### config.mk
export PLATFORM = sky130hd
export DESIGN_NAME = system
export DESIGN_NICKNAME = d
export VERILOG_FILES = /design/src/common/creator_pkg.sv /design/src/spi/spi_bus_master.sv /design/src/bus_decoder.sv /design/src/config_regs.sv /design/src/gpio_port.sv /design/src/system.sv
export SDC_FILE = /design/constraint.sdc
export NUM_CORES = 1
export LEC_CHECK = 0
export BUFFER_PORTS_ARGS = -buffer_cell sky130_fd_sc_hd__buf_2
export CORE_MARGIN = 5
export CORE_UTILIZATION = 45
export DETAILED_ROUTE_END_ITERATION = 10
export SYNTH_ARGS = -nofsm -noshare
export SYNTH_HDL_FRONTEND = slang
export SYNTH_SLANG_ARGS = --single-unit
### constraint.sdc
create_clock -name clk -period 3.2 [get_ports clk]
set_input_delay 0.64 -clock clk [delete_from_list [all_inputs] [get_ports clk]]
set_output_delay 0.64 -clock clk [all_outputs]
set_load 0.03 [all_outputs]
### src/common/creator_pkg.sv
// Shared widths, address map, register bus types and FSM encodings, imported by every RTL file
package creator_pkg;

  // --------------------------------------------------
  // Bus widths
  // --------------------------------------------------
  // Word address and data width of the register bus
  localparam int ADDR_WIDTH = 15;
  localparam int DATA_WIDTH = 16;

  // Top address bits pick the slave
  localparam int SEL_WIDTH  = 3;
  // Remaining low bits address words inside a slave
  localparam int OFFS_WIDTH = ADDR_WIDTH - SEL_WIDTH;

  // Slave select codes, 0x0000 and 0x4000 in the word map
  localparam logic [SEL_WIDTH-1:0] CONFIG_BASE = 3'b000;
  localparam logic [SEL_WIDTH-1:0] GPIO_BASE   = 3'b100;

  // SPI frame layout, command half then data half
  localparam int FRAME_BITS = 32;
  localparam int CMD_BITS   = 16;

  // --------------------------------------------------
  // Bus structs
  // --------------------------------------------------
  // Request from the master, held steady until ack
  typedef struct packed {
    logic [ADDR_WIDTH-1:0] adr;
    logic [DATA_WIDTH-1:0] dat;
    logic                  we;
    logic                  cyc;
    logic                  stb;
  } bus_req_t;

  // Response from a slave, dat valid with ack
  typedef struct packed {
    logic [DATA_WIDTH-1:0] dat;
    logic                  ack;
  } bus_rsp_t;

  // Decoder slave choice
  typedef enum logic [1:0] {SEL_CONFIG, SEL_GPIO, SEL_NONE} slave_sel_e;

  // SPI bridge states
  typedef enum logic [1:0] {SPI_IDLE, SPI_CMD, SPI_BUS, SPI_DATA} spi_state_e;

  // --------------------------------------------------
  // Word offsets inside each slave
  // --------------------------------------------------
  // Version word 0 is least significant
  localparam logic [OFFS_WIDTH-1:0] CFG_VERSION0    = 'd0;
  localparam logic [OFFS_WIDTH-1:0] CFG_VERSION1    = 'd1;
  localparam logic [OFFS_WIDTH-1:0] CFG_VERSION2    = 'd2;
  localparam logic [OFFS_WIDTH-1:0] CFG_VERSION3    = 'd3;
  localparam logic [OFFS_WIDTH-1:0] CFG_SAMPLE_RATE = 'd4;
  localparam logic [OFFS_WIDTH-1:0] CFG_DATA_GAIN   = 'd5;

  // GPIO register words
  localparam logic [OFFS_WIDTH-1:0] GPIO_DIR = 'd0;
  localparam logic [OFFS_WIDTH-1:0] GPIO_OUT = 'd1;
  localparam logic [OFFS_WIDTH-1:0] GPIO_IN  = 'd2;

endpackage

### src/spi/spi_bus_master.sv
// SPI slave bridge, turns host frames into single-word register bus reads and writes
`timescale 1ns/1ps

module spi_bus_master import creator_pkg::*; (
  input  logic     clk,
  input  logic     arst_n_i,
  // Host SPI pins, mode 0
  input  logic     sck_i,
  input  logic     ss_n_i,
  input  logic     mosi_i,
  output logic     miso_o,
  // Register bus master side
  output bus_req_t bus_req_o,
  input  bus_rsp_t bus_rsp_i
);

  localparam int CNT_WIDTH = $clog2(FRAME_BITS);
  // Counter values on the last bit of each half
  localparam logic [CNT_WIDTH-1:0] CMD_LAST   = CNT_WIDTH'(CMD_BITS - 1);
  localparam logic [CNT_WIDTH-1:0] FRAME_LAST = CNT_WIDTH'(FRAME_BITS - 1);

  // --------------------------------------------------
  // Pin synchronizers and edge detect
  // --------------------------------------------------
  // Bits 1:0 synchronize, bit 2 is the previous value
  logic [2:0] sck_q;
  logic [2:0] ss_q;
  logic [1:0] mosi_q;

  logic sck_rise;
  logic sck_fall;
  logic ss_fall;
  logic ss_high;

  assign sck_rise = sck_q[1] & ~sck_q[2];
  assign sck_fall = ~sck_q[1] & sck_q[2];
  assign ss_fall  = ~ss_q[1] & ss_q[2];
  // Select released, aborts a frame in progress
  assign ss_high  = ss_q[1];

  // --------------------------------------------------
  // Frame FSM
  // --------------------------------------------------
  spi_state_e            state_q;
  logic [CNT_WIDTH-1:0]  bit_cnt_q;
  // Receive shifter, command then write data
  logic [DATA_WIDTH-1:0] rx_q;
  logic [DATA_WIDTH-1:0] rx_next;
  // Transmit shifter for read data
  logic [DATA_WIDTH-1:0] tx_q;
  logic                  miso_q;
  bus_req_t              req_q;

  // MSB first, new bit enters at the bottom
  assign rx_next = {rx_q[DATA_WIDTH-2:0], mosi_q[1]};

  always_ff @(posedge clk or negedge arst_n_i) begin
    if (!arst_n_i) begin
      sck_q     <= 3'b000;
      ss_q      <= 3'b111;
      mosi_q    <= 2'b00;
      state_q   <= SPI_IDLE;
      bit_cnt_q <= '0;
      rx_q      <= '0;
      tx_q      <= '0;
      miso_q    <= 1'b0;
      req_q     <= '0;
    end else begin
      sck_q  <= {sck_q[1:0], sck_i};
      ss_q   <= {ss_q[1:0], ss_n_i};
      mosi_q <= {mosi_q[0], mosi_i};
      case (state_q)
        SPI_IDLE: begin
          // Wait for a fresh select edge
          if (ss_fall) begin
            state_q   <= SPI_CMD;
            bit_cnt_q <= '0;
            miso_q    <= 1'b0;
          end
        end
        SPI_CMD: begin
          if (ss_high) begin
            state_q <= SPI_IDLE;
          end else if (sck_rise) begin
            rx_q      <= rx_next;
            bit_cnt_q <= bit_cnt_q + 1'b1;
            if (bit_cnt_q == CMD_LAST) begin
              // Bit 15 is the write flag, 14:0 the word address
              req_q.we  <= rx_next[CMD_BITS-1];
              req_q.adr <= rx_next[ADDR_WIDTH-1:0];
              if (rx_next[CMD_BITS-1]) begin
                state_q <= SPI_DATA;
              end else begin
                // Read goes out right after the command half
                req_q.cyc <= 1'b1;
                req_q.stb <= 1'b1;
                state_q   <= SPI_BUS;
              end
            end
          end
        end
        SPI_BUS: begin
          // Hold the request until ack, even if select drops
          if (bus_rsp_i.ack) begin
            req_q.cyc <= 1'b0;
            req_q.stb <= 1'b0;
            if (req_q.we) begin
              state_q <= SPI_IDLE;
            end else begin
              tx_q    <= bus_rsp_i.dat;
              state_q <= SPI_DATA;
            end
          end
        end
        SPI_DATA: begin
          if (ss_high) begin
            // Early release, no write is issued
            state_q <= SPI_IDLE;
          end else begin
            if (sck_rise) begin
              rx_q      <= rx_next;
              bit_cnt_q <= bit_cnt_q + 1'b1;
              if (bit_cnt_q == FRAME_LAST) begin
                if (req_q.we) begin
                  req_q.dat <= rx_next;
                  req_q.cyc <= 1'b1;
                  req_q.stb <= 1'b1;
                  state_q   <= SPI_BUS;
                end else begin
                  state_q <= SPI_IDLE;
                end
              end
            end
            // Read data changes on falling edges
            if (sck_fall && !req_q.we) begin
              miso_q <= tx_q[DATA_WIDTH-1];
              tx_q   <= {tx_q[DATA_WIDTH-2:0], 1'b0};
            end
          end
        end
        default: state_q <= SPI_IDLE;
      endcase
    end
  end

  assign bus_req_o = req_q;
  assign miso_o    = miso_q;

  // Pending request stays put until the slave acks it
  a_req_held: assert property (@(posedge clk) disable iff (!arst_n_i)
    bus_req_o.stb && !bus_rsp_i.ack |=> bus_req_o.stb && $stable(bus_req_o));

endmodule

### src/bus_decoder.sv
// Single-master bus interconnect that routes by top address bits and acks unmapped space
`timescale 1ns/1ps

module bus_decoder import creator_pkg::*; (
  input  logic     clk,
  input  logic     arst_n_i,
  // Master port
  input  bus_req_t m_req_i,
  output bus_rsp_t m_rsp_o,
  // Configuration bank port
  output bus_req_t cfg_req_o,
  input  bus_rsp_t cfg_rsp_i,
  // GPIO port
  output bus_req_t gpio_req_o,
  input  bus_rsp_t gpio_rsp_i
);

  // --------------------------------------------------
  // Address decode
  // --------------------------------------------------
  logic [SEL_WIDTH-1:0] sel_bits;
  slave_sel_e           sel;

  assign sel_bits = m_req_i.adr[ADDR_WIDTH-1 -: SEL_WIDTH];

  always_comb begin
    case (sel_bits)
      CONFIG_BASE: sel = SEL_CONFIG;
      GPIO_BASE:   sel = SEL_GPIO;
      default:     sel = SEL_NONE;
    endcase
  end

  // Strobes reach only the chosen slave
  always_comb begin
    cfg_req_o      = m_req_i;
    gpio_req_o     = m_req_i;
    cfg_req_o.cyc  = m_req_i.cyc & (sel == SEL_CONFIG);
    cfg_req_o.stb  = m_req_i.stb & (sel == SEL_CONFIG);
    gpio_req_o.cyc = m_req_i.cyc & (sel == SEL_GPIO);
    gpio_req_o.stb = m_req_i.stb & (sel == SEL_GPIO);
  end

  // --------------------------------------------------
  // Unmapped space
  // --------------------------------------------------
  // One-cycle ack so the master never hangs
  logic none_ack_q;

  always_ff @(posedge clk or negedge arst_n_i) begin
    if (!arst_n_i) begin
      none_ack_q <= 1'b0;
    end else begin
      none_ack_q <= m_req_i.cyc & m_req_i.stb & (sel == SEL_NONE) & ~none_ack_q;
    end
  end

  // Response mux back to the master
  always_comb begin
    case (sel)
      SEL_CONFIG: m_rsp_o = cfg_rsp_i;
      SEL_GPIO:   m_rsp_o = gpio_rsp_i;
      default:    m_rsp_o = '{dat: '0, ack: none_ack_q};
    endcase
  end

  // At most one responder at a time
  a_one_ack: assert property (@(posedge clk) disable iff (!arst_n_i)
    $onehot0({cfg_rsp_i.ack, gpio_rsp_i.ack, none_ack_q}));
  // An ack only comes from the addressed slave
  a_ack_sel: assert property (@(posedge clk) disable iff (!arst_n_i)
    (!cfg_rsp_i.ack || sel == SEL_CONFIG) && (!gpio_rsp_i.ack || sel == SEL_GPIO));

endmodule

### src/config_regs.sv
// Configuration register bank on the bus, version words plus mic sample-rate and gain settings
`timescale 1ns/1ps

module config_regs import creator_pkg::*; #(
  parameter logic [63:0]           VERSION             = 64'h0,
  parameter logic [DATA_WIDTH-1:0] SAMPLE_RATE_DEFAULT = 16'd8,
  parameter logic [DATA_WIDTH-1:0] DATA_GAIN_DEFAULT   = 16'd3
) (
  input  logic                  clk,
  input  logic                  arst_n_i,
  // Bus slave port
  input  bus_req_t              bus_req_i,
  output bus_rsp_t              bus_rsp_o,
  // Microphone settings
  output logic [DATA_WIDTH-1:0] sample_rate_o,
  output logic [DATA_WIDTH-1:0] data_gain_o
);

  logic [OFFS_WIDTH-1:0] offs;
  logic                  access;
  logic                  ack_q;
  logic [DATA_WIDTH-1:0] rdat_q;
  logic [DATA_WIDTH-1:0] rate_q;
  logic [DATA_WIDTH-1:0] gain_q;

  assign offs = bus_req_i.adr[OFFS_WIDTH-1:0];
  // New access, blocked in the ack cycle so ack lasts one clock
  assign access = bus_req_i.cyc & bus_req_i.stb & ~ack_q;

  // --------------------------------------------------
  // Writable registers and ack
  // --------------------------------------------------
  always_ff @(posedge clk or negedge arst_n_i) begin
    if (!arst_n_i) begin
      ack_q  <= 1'b0;
      rate_q <= SAMPLE_RATE_DEFAULT;
      gain_q <= DATA_GAIN_DEFAULT;
    end else begin
      ack_q <= access;
      if (access && bus_req_i.we) begin
        // Version words are read only
        case (offs)
          CFG_SAMPLE_RATE: rate_q <= bus_req_i.dat;
          CFG_DATA_GAIN:   gain_q <= bus_req_i.dat;
          default:         ;
        endcase
      end
    end
  end

  // --------------------------------------------------
  // Read data, valid together with ack
  // --------------------------------------------------
  always_ff @(posedge clk) begin
    if (access) begin
      case (offs)
        CFG_VERSION0:    rdat_q <= VERSION[0*DATA_WIDTH +: DATA_WIDTH];
        CFG_VERSION1:    rdat_q <= VERSION[1*DATA_WIDTH +: DATA_WIDTH];
        CFG_VERSION2:    rdat_q <= VERSION[2*DATA_WIDTH +: DATA_WIDTH];
        CFG_VERSION3:    rdat_q <= VERSION[3*DATA_WIDTH +: DATA_WIDTH];
        CFG_SAMPLE_RATE: rdat_q <= rate_q;
        CFG_DATA_GAIN:   rdat_q <= gain_q;
        // Unused words read as zero
        default:         rdat_q <= '0;
      endcase
    end
  end

  assign bus_rsp_o.dat = rdat_q;
  assign bus_rsp_o.ack = ack_q;
  assign sample_rate_o = rate_q;
  assign data_gain_o   = gain_q;

  // Ack only ever answers a strobe from the cycle before
  a_ack_after_stb: assert property (@(posedge clk) disable iff (!arst_n_i)
    bus_rsp_o.ack |-> $past(bus_req_i.stb));

endmodule

### src/gpio_port.sv
// GPIO peripheral on the bus, direction and output registers plus synchronized pin inputs
`timescale 1ns/1ps

module gpio_port import creator_pkg::*; #(
  parameter int GPIO_WIDTH = 16
) (
  input  logic                  clk,
  input  logic                  arst_n_i,
  // Bus slave port
  input  bus_req_t              bus_req_i,
  output bus_rsp_t              bus_rsp_o,
  // Split pin interface
  input  logic [GPIO_WIDTH-1:0] gpio_i,
  output logic [GPIO_WIDTH-1:0] gpio_o,
  output logic [GPIO_WIDTH-1:0] gpio_oe_o
);

  logic [OFFS_WIDTH-1:0] offs;
  logic                  access;
  logic                  ack_q;
  logic [DATA_WIDTH-1:0] rdat_q;
  // Direction, 1 drives the pin
  logic [GPIO_WIDTH-1:0] dir_q;
  logic [GPIO_WIDTH-1:0] out_q;
  // Two-flop input sync
  logic [GPIO_WIDTH-1:0] in_meta_q;
  logic [GPIO_WIDTH-1:0] in_q;

  assign offs   = bus_req_i.adr[OFFS_WIDTH-1:0];
  assign access = bus_req_i.cyc & bus_req_i.stb & ~ack_q;

  // --------------------------------------------------
  // Control registers
  // --------------------------------------------------
  always_ff @(posedge clk or negedge arst_n_i) begin
    if (!arst_n_i) begin
      ack_q <= 1'b0;
      dir_q <= '0;
      out_q <= '0;
    end else begin
      ack_q <= access;
      if (access && bus_req_i.we) begin
        // GPIO_IN is read only
        case (offs)
          GPIO_DIR: dir_q <= bus_req_i.dat[GPIO_WIDTH-1:0];
          GPIO_OUT: out_q <= bus_req_i.dat[GPIO_WIDTH-1:0];
          default:  ;
        endcase
      end
    end
  end

  // Pin sync and read mux, zero extended
  always_ff @(posedge clk) begin
    in_meta_q <= gpio_i;
    in_q      <= in_meta_q;
    if (access) begin
      case (offs)
        GPIO_DIR: rdat_q <= DATA_WIDTH'(dir_q);
        GPIO_OUT: rdat_q <= DATA_WIDTH'(out_q);
        GPIO_IN:  rdat_q <= DATA_WIDTH'(in_q);
        default:  rdat_q <= '0;
      endcase
    end
  end

  assign bus_rsp_o.dat = rdat_q;
  assign bus_rsp_o.ack = ack_q;
  assign gpio_o        = out_q;
  assign gpio_oe_o     = dir_q;

endmodule

### src/system.sv
// Top level, host SPI bridge, bus interconnect, config bank, GPIO and NFC SPI pass-through
`timescale 1ns/1ps

module system import creator_pkg::*; #(
  parameter logic [63:0]           VERSION             = 64'h44E8_05C3_000A_0001,
  parameter logic [DATA_WIDTH-1:0] SAMPLE_RATE_DEFAULT = 16'd8,
  parameter logic [DATA_WIDTH-1:0] DATA_GAIN_DEFAULT   = 16'd3,
  parameter int                    GPIO_WIDTH          = 16
) (
  input  logic                  clk,
  input  logic                  arst_n_i,
  // Host SPI, shared by both slaves
  input  logic                  sck_i,
  input  logic                  mosi_i,
  input  logic                  ss_n_i,
  input  logic                  ss1_n_i,
  output logic                  miso_o,
  // NFC device SPI
  input  logic                  nfc_miso_i,
  output logic                  nfc_cs_o,
  output logic                  nfc_sck_o,
  output logic                  nfc_mosi_o,
  // Microphone settings
  output logic [DATA_WIDTH-1:0] mic_sample_rate_o,
  output logic [DATA_WIDTH-1:0] mic_data_gain_o,
  // GPIO pins
  input  logic [GPIO_WIDTH-1:0] gpio_i,
  output logic [GPIO_WIDTH-1:0] gpio_o,
  output logic [GPIO_WIDTH-1:0] gpio_oe_o
);

  // --------------------------------------------------
  // SPI slave select and NFC pass-through
  // --------------------------------------------------
  logic bridge_miso;

  // Bridge wins, then NFC, idle line high
  assign miso_o     = !ss_n_i ? bridge_miso : (!ss1_n_i ? nfc_miso_i : 1'b1);
  assign nfc_cs_o   = ss1_n_i;
  assign nfc_sck_o  = sck_i;
  assign nfc_mosi_o = mosi_i;

  // --------------------------------------------------
  // Register bus
  // --------------------------------------------------
  bus_req_t m_req, cfg_req, gpio_req;
  bus_rsp_t m_rsp, cfg_rsp, gpio_rsp;

  spi_bus_master u_spi (
    .clk(clk), .arst_n_i(arst_n_i),
    .sck_i(sck_i), .ss_n_i(ss_n_i), .mosi_i(mosi_i), .miso_o(bridge_miso),
    .bus_req_o(m_req), .bus_rsp_i(m_rsp)
  );

  bus_decoder u_dec (
    .clk(clk), .arst_n_i(arst_n_i),
    .m_req_i(m_req), .m_rsp_o(m_rsp),
    .cfg_req_o(cfg_req), .cfg_rsp_i(cfg_rsp),
    .gpio_req_o(gpio_req), .gpio_rsp_i(gpio_rsp)
  );

  config_regs #(
    .VERSION(VERSION),
    .SAMPLE_RATE_DEFAULT(SAMPLE_RATE_DEFAULT),
    .DATA_GAIN_DEFAULT(DATA_GAIN_DEFAULT)
  ) u_cfg (
    .clk(clk), .arst_n_i(arst_n_i),
    .bus_req_i(cfg_req), .bus_rsp_o(cfg_rsp),
    .sample_rate_o(mic_sample_rate_o), .data_gain_o(mic_data_gain_o)
  );

  gpio_port #(.GPIO_WIDTH(GPIO_WIDTH)) u_gpio (
    .clk(clk), .arst_n_i(arst_n_i),
    .bus_req_i(gpio_req), .bus_rsp_o(gpio_rsp),
    .gpio_i(gpio_i), .gpio_o(gpio_o), .gpio_oe_o(gpio_oe_o)
  );

endmodule

Word-level counts from Yosys, hierarchy flattened

Cells that the tools add are included.
W data, S select, Z words.

Bits in registers: 212
Input port bits: 23
Output and inout bits: 68
Word-level logic and storage cells: 142

$add $sub $neg: 1
Eq/ne operators: 31
Mux-type cells: 41
Bitwise gates (word level): 20
Reduce and logical (&&, ||, !) cells: 25

Operators with widths:

| kind                  | number |
|---|---|
| $pmux W16 S6          | 1 |
| $mux W16              | 4 |
| $pmux W16 S3          | 1 |
| $mux W2               | 19 |
| $pmux W17 S2          | 1 |
| $pmux W16 S2          | 1 |
| $eq A12 B2 Y1 const B | 2 |
| $eq A12 B3 Y1 const B | 2 |
| $ne A2 B1 Y1 const B  | 8 |
| $mux W5               | 3 |
| $and A1 B1 Y1         | 14 |
| $eq A12 B1 Y1 const B | 1 |
| $logic_not A12 Y1     | 1 |
| $ne A2 B2 Y1 const B  | 6 |
| $ne A3 B1 Y1 const B  | 4 |
| $reduce_and A4 Y1     | 3 |
| $pmux W5 S2           | 1 |
| $reduce_and A10 Y1    | 1 |
| $reduce_and A5 Y1     | 2 |
| $pmux W2 S4           | 1 |
| $reduce_and A2 Y1     | 4 |
| $eq A2 B2 Y1 const B  | 3 |
| $mux W1               | 6 |
| $not A1 Y1            | 6 |
| other kinds (17)      | 23 |

Depth between registers and ports, before layout

Gate-level depths: netlist of the first run.

Depth after elaboration: 8
Gate-level depth with buffers: 8
Depth with buffers taken out: 7

Cells and area by module

A second synthesis of the first run with hierarchy kept.

Cells, all modules: 692
Area total of the unflattened synthesis: 9374.0 µm²

Modules (own cells, without submodules):

| module         | times used | cells each | area each (µm²) | seq. area each (µm²) |
|---|---|---|---|---|
| spi_bus_master | 1          | 225        | 3407.0          | 2005.7 |
| gpio_port      | 1          | 200        | 2960.3          | 1946.9 |
| config_regs    | 1          | 149        | 2140.8          | 1310.0 |
| bus_decoder    | 1          | 112        | 830.8           | 25.0 |
| system         | 1          | 6          | 35.0            | 0.0 |

Least setup slack after synthesis of the first run

Ideal clock, no wire load.

Path type: register to register
From: register u_spi.req_q (netlist bit u_spi.bus_req_o[28])
To: register u_gpio.out_q[10], in the netlist u_gpio.gpio_o[10]
Arrival time: 2.166 ns
Setup slack: 0.906 ns
Stages on the path, launching flop included: 7
Path buffers: 2
Path through: dfrtp_1 > or4_4 > nor4_4 > and4_1 > buf_4 > buf_6 > mux2_1

Longest elaborated chain between the ends: 2

Ends and longest elaborated chain:

| item                               | RTL line             | source |
|---|---|---|
| start: declaration                 | spi_bus_master.sv:52 | `bus_req_t req_q;` |
| $eq A12 B1 Y1                      | gpio_port.sv:44      | `case (offs)` |
| $reduce_and A2 Y1 (no source line) | -                    |  |
| end signal: assignment             | gpio_port.sv:46      | `GPIO_OUT: out_q <= bus_req_i.dat[GPIO_WIDTH-1:0];` |
| end: declaration                   | gpio_port.sv:24      | `logic [GPIO_WIDTH-1:0] out_q;` |

No other way between the ends.
A chain may end at the register's enable or synchronous reset.

Final worst setup path of the first run

From: register u_spi.req_q (netlist bit u_spi.bus_req_o[21])
To: register u_cfg.gain_q[2], in the netlist u_cfg.data_gain_o[2]

Longest elaborated chain between the ends: 2

Ends and longest elaborated chain:

| item                               | RTL line          | source |
|---|---|---|
| $eq A12 B3 Y1                      | config_regs.sv:42 | `case (offs)` |
| $reduce_and A2 Y1 (no source line) | -                 |  |
| end signal: assignment             | config_regs.sv:44 | `CFG_DATA_GAIN: gain_q <= bus_req_i.dat;` |
| end: declaration                   | config_regs.sv:24 | `logic [DATA_WIDTH-1:0] gain_q;` |

No other way between the ends.

==> results.yml, run 1 <==
outcome:
  status: "complete, no violations"
layout:
  fin_nets: 743
  mostFrequentLayoutCells: "dfrtp_1 (141), mux2_2 (98), buf_2 (89)"
  drive_gt1_frac: 0.345
  areaGrowthSynthToFinish_pct: 17.6
  antennaDiodeCount: 0
  final_common_cell: "dfrtp_1"
worst_setup_path:
  worstSetupStartpoint: "u_spi.bus_req_o[21]"
  r2r-end: "u_cfg.data_gain_o[2]"
  critPathLaunchType: "flop"
  path_max_fanout: 16
  reg2reg_depth: 4
  crit_arrival_ns: 2.99
  r2r_slack_ns: 0.59
  endpoint_kind: "flop"
  crit_end: "u_cfg.data_gain_o[2]"
  required_ns: 3.58
  r2r-start: "u_spi.bus_req_o[21]"
  crit_type: "flop to flop"
timing:
  max_freq_mhz: 383
  rsz0062_at_grt: "false"
  layout_worst_path_cycle_share: 0.816
  fin_crit_ns: 2.61
  fin_tns_setup_ns: 0
  hold_viol_final: 0
  setup_viol: 0
  maxSlewHeadroom: 0.417
  worst_pin_slew_ns: 0.862
  fin_worst_skew_ns: 0.0202
  maxSlewViolCount: 0
flow_run:
  cap_violations: 0
clock_network:
  cts_root_buf: "clkbuf_16"
  clk_latency_ns: 0.51
  cts_setup_buffers: 0
  cts_hold_buf: 0
  cts_buffers: 23
  cts_tree: "yes"
  clkTransAtPathRegs_ns: 0.06
  cts_resized: 0
  clockBufferDepth: 3
  htreeDepth: 1
  cts_sinks: 211
floorplan:
  die-area_um2: 21300
  die_w_um: 146
  io_pins: 91
  initial_utilization: 0.460
  die_y_um: 146
  core_region_area_um2: 18100
  fp-row-count: 49
detailed_routing:
  via_count: 5294
  avgRoutedWirePerCell_um: 20.7
  first_pass_iters: 5
  finalWirelength_mm: 19.9
  drtAntennaViolNets: 0
  drc: 0
  viasPerCell: 5.50
  drtIter0Drc: 403
power_and_ir_drop:
  power.sequential.fraction: 0.508
  clkPwrFrac: 0.460
  ir_drop_mv: 0.419
  p_sw_mw: 1.19
  p_total_mw: 5.62
  p_int_mw: 4.44
  power_frac_comb: 0.032
  powerDensity_nw_per_um2: 575
  leakagePower_nw: 4.85
  swShare: 0.211
synth:
  synth_edf_count: 32
  ys_ff_latch: 211
  ys_seq_area_frac: 0.636
  synth_area_um2: 8310
  async_flop_share: 0.697
  syn_nets: 646
  ys.flop_type: "dfrtp_1"
  synth_cells: 620
  syn_avg_cell_area_um2: 13.4
  ys_warn_count: 0
  yosysUniqueCellTypes: 58
placement:
  port_buffers: 90
  gp_congestion: 0.858
  dp_hpwl_mm: 14.0
grt:
  track_usage: 0.188
  grt_pass1_vias: 5514
  grt_first_pass_wirelength_mm: 32.0
  antenna_found_initial: 0
  globalRouteOverflowTotal: 0
  grt_max_degree: 61
hold_path:
  hold_path.class: "primary input to asynchronous set/reset pin"
per-layer routing:
layer / part of all wire / vias to the layer above / track usage
li1: - / 2428 / -
met2: 0.49 / 148 / 0.309
met5: 0 / - / 0
met1: 0.44 / 2694 / 0.261
met4: 0.019 / 0 / 0.0437
met3: 0.055 / 24 / 0.0339
how the worst min path moves through the flow:
stage                     slack [ns]         endpoint  cells after the start                 start
after floorplan                 0.31   u_gpio.in_q[0]                      0   u_gpio.in_meta_q[0]
after global placement          0.31   u_gpio.in_q[9]                      0   u_gpio.in_meta_q[9]
after detailed placement        0.31  u_gpio.in_q[10]                      0  u_gpio.in_meta_q[10]
after CTS                       0.13   u_spi.tx_q[11]                      1              arst_n_i
after global routing            0.14   u_spi.tx_q[10]                      1              arst_n_i
final                           0.09   u_spi.tx_q[11]                      1              arst_n_i
through the flow:
step,instances,utilization,area [µm²],worst slack (ns),hold WS [ns]
final,963,0.541,9780,0.589,0.0938
after global routing,963,0.541,9780,0.384,0.141
after CTS,963,0.541,9780,0.581,0.135
after detailed placement,921,0.500,9040,0.598,0.313
after global placement,921,0.500,9040,0.734,0.310
after floorplan,620,-,8310,0.906,0.310
cell usage after synthesis, drive strengths merged (2+ instances only):
cell,number,area (µm²)
a21oi,13,65.1
a221oi,15,131
a222oi,16,160
and3,2,12.5
and3b,3,26.3
and4,3,26.3
buf,14,92.6
clkbuf,21,80.1
dfrtp,141,3530
dfstp,6,158
dfxtp,32,641
edfxtp,32,961
ha,3,37.5
inv,23,86.3
mux2,118,1330
mux2i,8,80.1
nand2,55,206
nand2b,2,12.5
nand3,4,20.0
nand3b,3,22.5
nand4,4,31.3
nor2,52,195
nor2b,5,31.3
nor3,2,10.0
nor3b,5,42.5
nor4,4,61.3
o21ai,8,40.0
o41ai,2,17.5
or3,2,12.5
or3b,3,26.3
xor2,2,17.5
sequential cells by signal, summed over array words and instances, names as in the netlist, 3 cells and up:
name	flops
u_cfg.data_gain_o	16
u_cfg.rdat_q	16
u_cfg.sample_rate_o	16
u_gpio.gpio_o	16
u_gpio.gpio_oe_o	16
u_gpio.in_meta_q	16
u_gpio.in_q	16
u_gpio.rdat_q	16
u_spi.bit_cnt_q	5
u_spi.bus_req_o	33
u_spi.rx_q	15
u_spi.sck_q	3
u_spi.ss_q	3
u_spi.tx_q	16
layout make-up:
class | count | area (µm²)
multi-input combinational | 351 | 2780
clock buffer | 36 | 654
clock inverter | 6 | 83.8
timing repair buffer | 107 | 597
fill | 1545 | 8310
tap | 229 | 287
inverter | 23 | 86.3
sequential | 211 | 5290
worst max-delay path, stage by stage (launching register included):
cell and delay (ns):
dfrtp_1 0.49, nor2b_1 0.46, nand4_2 0.33, or3b_1 0.80
mux2_2 0.41
power by group through the flow:
stage	clock network, mW	registers (mW)	logic (mW)
after global placement	0	2.90	0.179
after floorplan	0	2.87	0.120
after detailed placement	0	2.90	0.183
after CTS	2.64	2.85	0.184
after global routing	2.77	2.86	0.205
final	2.59	2.86	0.179
cell families (layout without fill, tap and decap cells):
group	after synthesis	after routing	share of synthesized area
flops	211	211	0.636
xor+xnor	2	2	0.00211
mux	126	126	0.169
simple gates	155	155	0.0951
fa+ha+maj	3	3	0.00452
buf+inv	58	172	0.0312
compound gates	65	65	0.0617
Note: power is estimated with default switching activity, not from simulation.
==> run 2, diff against run 1 <==
--- a/config.mk
+++ b/config.mk
@@ -5,10 +5,12 @@
 export SDC_FILE = /design/constraint.sdc
 export NUM_CORES = 1
 export LEC_CHECK = 0
+export ABC_AREA = 1
 export BUFFER_PORTS_ARGS = -buffer_cell sky130_fd_sc_hd__buf_2
 export CORE_MARGIN = 5
 export CORE_UTILIZATION = 45
 export DETAILED_ROUTE_END_ITERATION = 10
+export PLACE_DENSITY = 0.66
 export SYNTH_ARGS = -nofsm -noshare
 export SYNTH_HDL_FRONTEND = slang
 export SYNTH_SLANG_ARGS = --single-unit
==> constraint.sdc (replaced) <==
create_clock -name clk -period 2.2 [get_ports clk]
set_input_delay 0.44 -clock clk [delete_from_list [all_inputs] [get_ports clk]]
set_output_delay 0.44 -clock clk [all_outputs]
set_load 0.03 [all_outputs]
==> results.yml, run 2 <==
placement:
  dp_hpwl_mm: 15.0
  place_area_um2: 9280
  port_buffers: 90
  gp_congestion: 0.870
timing:
  max_freq_mhz: 503
  worst_pin_slew_ns: 0.473
  fin_tns_setup_ns: 0
  fin_crit_ns: 1.99
  setup_viol: 0
  layout_worst_path_cycle_share: 0.904
  maxSlewHeadroom: 0.684
  rsz0062_at_grt: "false"
  hold_slack_ns: 0.0206
  maxSlewViolCount: 0
  fin_worst_skew_ns: 0.0204
  hold_viol_final: 0
layout:
  post-route-util: 0.546
  n_fill_cell: 1676
  final_common_cell: "nand2_1"
  areaGrowthSynthToFinish_pct: 19.8
  fin_nets: 1051
  final_area_um2: 10200
  drive_gt1_frac: 0.175
  mostFrequentLayoutCells: "nand2_1 (325), dfrtp_1 (141), o21ai_0 (117)"
  largest_reg_flops: 33
  antennaDiodeCount: 0
worst_setup_path:
  path_cells: "nor2_1 > nand2_1 > nor2_2 > nand2_1 > nor2_2 > o21ai_0"
  crit_type: "flop to flop"
  required_ns: 2.59
  slowest_stage: "nor2_2"
  crit_arrival_ns: 2.38
  max_stage_delay_ns: 0.49
  path_max_fanout: 11
  endpoint_kind: "flop"
  critPathLaunchType: "flop"
grt:
  track_usage: 0.198
  antenna_found_initial: 0
  grt_pass1_vias: 6410
  grt_first_pass_wirelength_mm: 34.5
  grt_max_degree: 57
  globalRouteOverflowTotal: 0
detailed_routing:
  drc: 0
  drtAntennaViolNets: 0
  first_pass_iters: 5
  avgRoutedWirePerCell_um: 16.7
  finalWirelength_mm: 21.3
  via_count: 6490
  drtIter0Drc: 394
  viasPerCell: 5.09
clock_network:
  cts_tree: "yes"
  cts_root_buf: "clkbuf_16"
  clk_latency_ns: 0.52
  cts_buffers: 23
  clkTransAtPathRegs_ns: 0.06
  htreeDepth: 1
  cts_setup_buffers: 0
  cts_sinks: 211
  clockBufferDepth: 3
power_and_ir_drop:
  p_int_mw: 7.34
  power_frac_comb: 0.124
  leakagePower_nw: 4.94
  clkPwrFrac: 0.416
  swShare: 0.261
  p_sw_mw: 2.59
  ir_drop_mv: 0.615
  power.sequential.fraction: 0.460
  powerDensity_nw_per_um2: 972
  p_total_mw: 9.93
synth:
  ys_ff_latch: 211
  synth_cells: 919
  syn_nets: 945
  yosys-top-cells-area: "dfrtp_1 (41%), nand2_1 (14%), edfxtp_1 (11%), dfxtp_1 (7.5%), o21ai_0 (6.9%)"
  async_flop_share: 0.697
  synth_edf_count: 32
  syn_avg_cell_area_um2: 9.28
  synth_common_cells: "nand2_1 (325), dfrtp_1 (141), o21ai_0 (117), inv_1 (73), nand3_1 (56)"
  yosysUniqueCellTypes: 29
  yosysMostFrequentCell: "nand2_1"
  synth_top_area_cell: "dfrtp_1"
  synth_area_um2: 8530
  synth_top_area_frac: 0.414
  ys.flop_type: "dfrtp_1"
  ys_seq_area_frac: 0.620
  ys_warn_count: 0
floorplan:
  die-area_um2: 21800
  die_w_um: 148
  initial_utilization: 0.456
  core_region_area_um2: 18700
  die_y_um: 148
  fp-row-count: 50
  io_pins: 91
flow_run:
  cap_violations: 0
outcome:
  status: "complete, no violations"
hold_path:
  hold_path.class: "primary input to flop"
[run 2: changes by cell type after synthesis, moves of 16 or more]
cell / before / now
a222oi_1: 16 / 0
inv_1: 23 / 73
mux2_1: 20 / 0
mux2_2: 98 / 0
nand2_1: 55 / 325
nand3_1: 4 / 56
nor2_1: 52 / 25
o211ai_1: 0 / 22
o21ai_0: 8 / 117
[run 2: area by class of cell]
type | count | area (µm²) | area share
sequential | 211 | 5290 | 0.517
multi-input combinational | 593 | 2770 | 0.271
clock inverter | 7 | 101 | 0.00992
inverter | 76 | 285 | 0.0279
tap | 234 | 293 | 0.0286
timing repair buffer | 120 | 744 | 0.0728
clock buffer | 35 | 736 | 0.0720
[run 2: per-stage QoR]
| stage | instances | setup WS, ns |
|---|---|---|
| 6_report | 1276 | 0.211 |
| 5_1_grt | 1276 | 0.0356 |
| 4_1_cts | 1275 | 0.217 |
| 3_5_place_dp | 1223 | 0.247 |
| 3_3_place_gp | 1223 | 0.325 |
| 2_1_floorplan | 919 | 0.181 |
[run 2: timing repair]
item | 4_1_cts | 5_1_grt
resized for setup | 0 | 0
hold buffers | 10 | 0
endpoints found under the hold margin | 28 | 0
setup endpoints to repair | 0 | 2
[run 2: power by group through the flow]
stage / Clock, mW / Sequential [mW] / Combinational (mW)
after global routing: 4.38 / 4.61 / 1.41
after floorplan: 0 / 4.58 / 0.895
after detailed placement: 0 / 4.63 / 1.22
after global placement: 0 / 4.63 / 1.20
after CTS: 4.21 / 4.57 / 1.24
final: 4.14 / 4.57 / 1.23
[run 2: cell families (layout without fill, tap and decap cells)]
kind of cell / count (synthesis) / count (layout) / synth area share
AO/OA/AOI/OAI: 154 / 154 / 0.0983
adder cells (fa/ha/maj): 3 / 3 / 0.00440
buffers and inverters: 116 / 238 / 0.0594
flip-flops: 211 / 211 / 0.620
AND/OR/NAND/NOR: 435 / 436 / 0.218
[run 2: critical path: cells and delay by family, from the launching register on]
family           cells  cell delay (ns)
AND/OR/NAND/NOR      5             1.35
flip-flops           1             0.38
AO/OA/AOI/OAI        1             0.13
[run 2: path summary, 6_finish.rpt]
kind / from / endpoint / slack (ns) / cells past startpoint
max: u_spi.bus_req_o[30] / u_cfg.data_gain_o[15] / 0.21 / 6
max in group asynchronous: arst_n_i / u_spi.ss_q[2] / 1.21 / 3
min: gpio_i[14] / u_gpio.in_meta_q[14] / 0.02 / 1
min reg2reg: u_gpio.in_meta_q[0] / u_gpio.in_q[0] / 0.32 / 0
min in group asynchronous: arst_n_i / u_spi.tx_q[12] / 0.35 / 2
max reg2reg: u_spi.bus_req_o[30] / u_cfg.data_gain_o[15] / 0.21 / 6
[run 2: metal layers]
metal / routed length, µm / global-route usage / part of all wire / vias up
li1: - / - / - / 3188
met1: 9600 / 0.280 / 0.45 / 3095
met2: 10200 / 0.321 / 0.48 / 170
met3: 971 / 0.0319 / 0.046 / 37
met4: 508 / 0.0499 / 0.024 / 0
met5: 0 / 0 / 0 / -
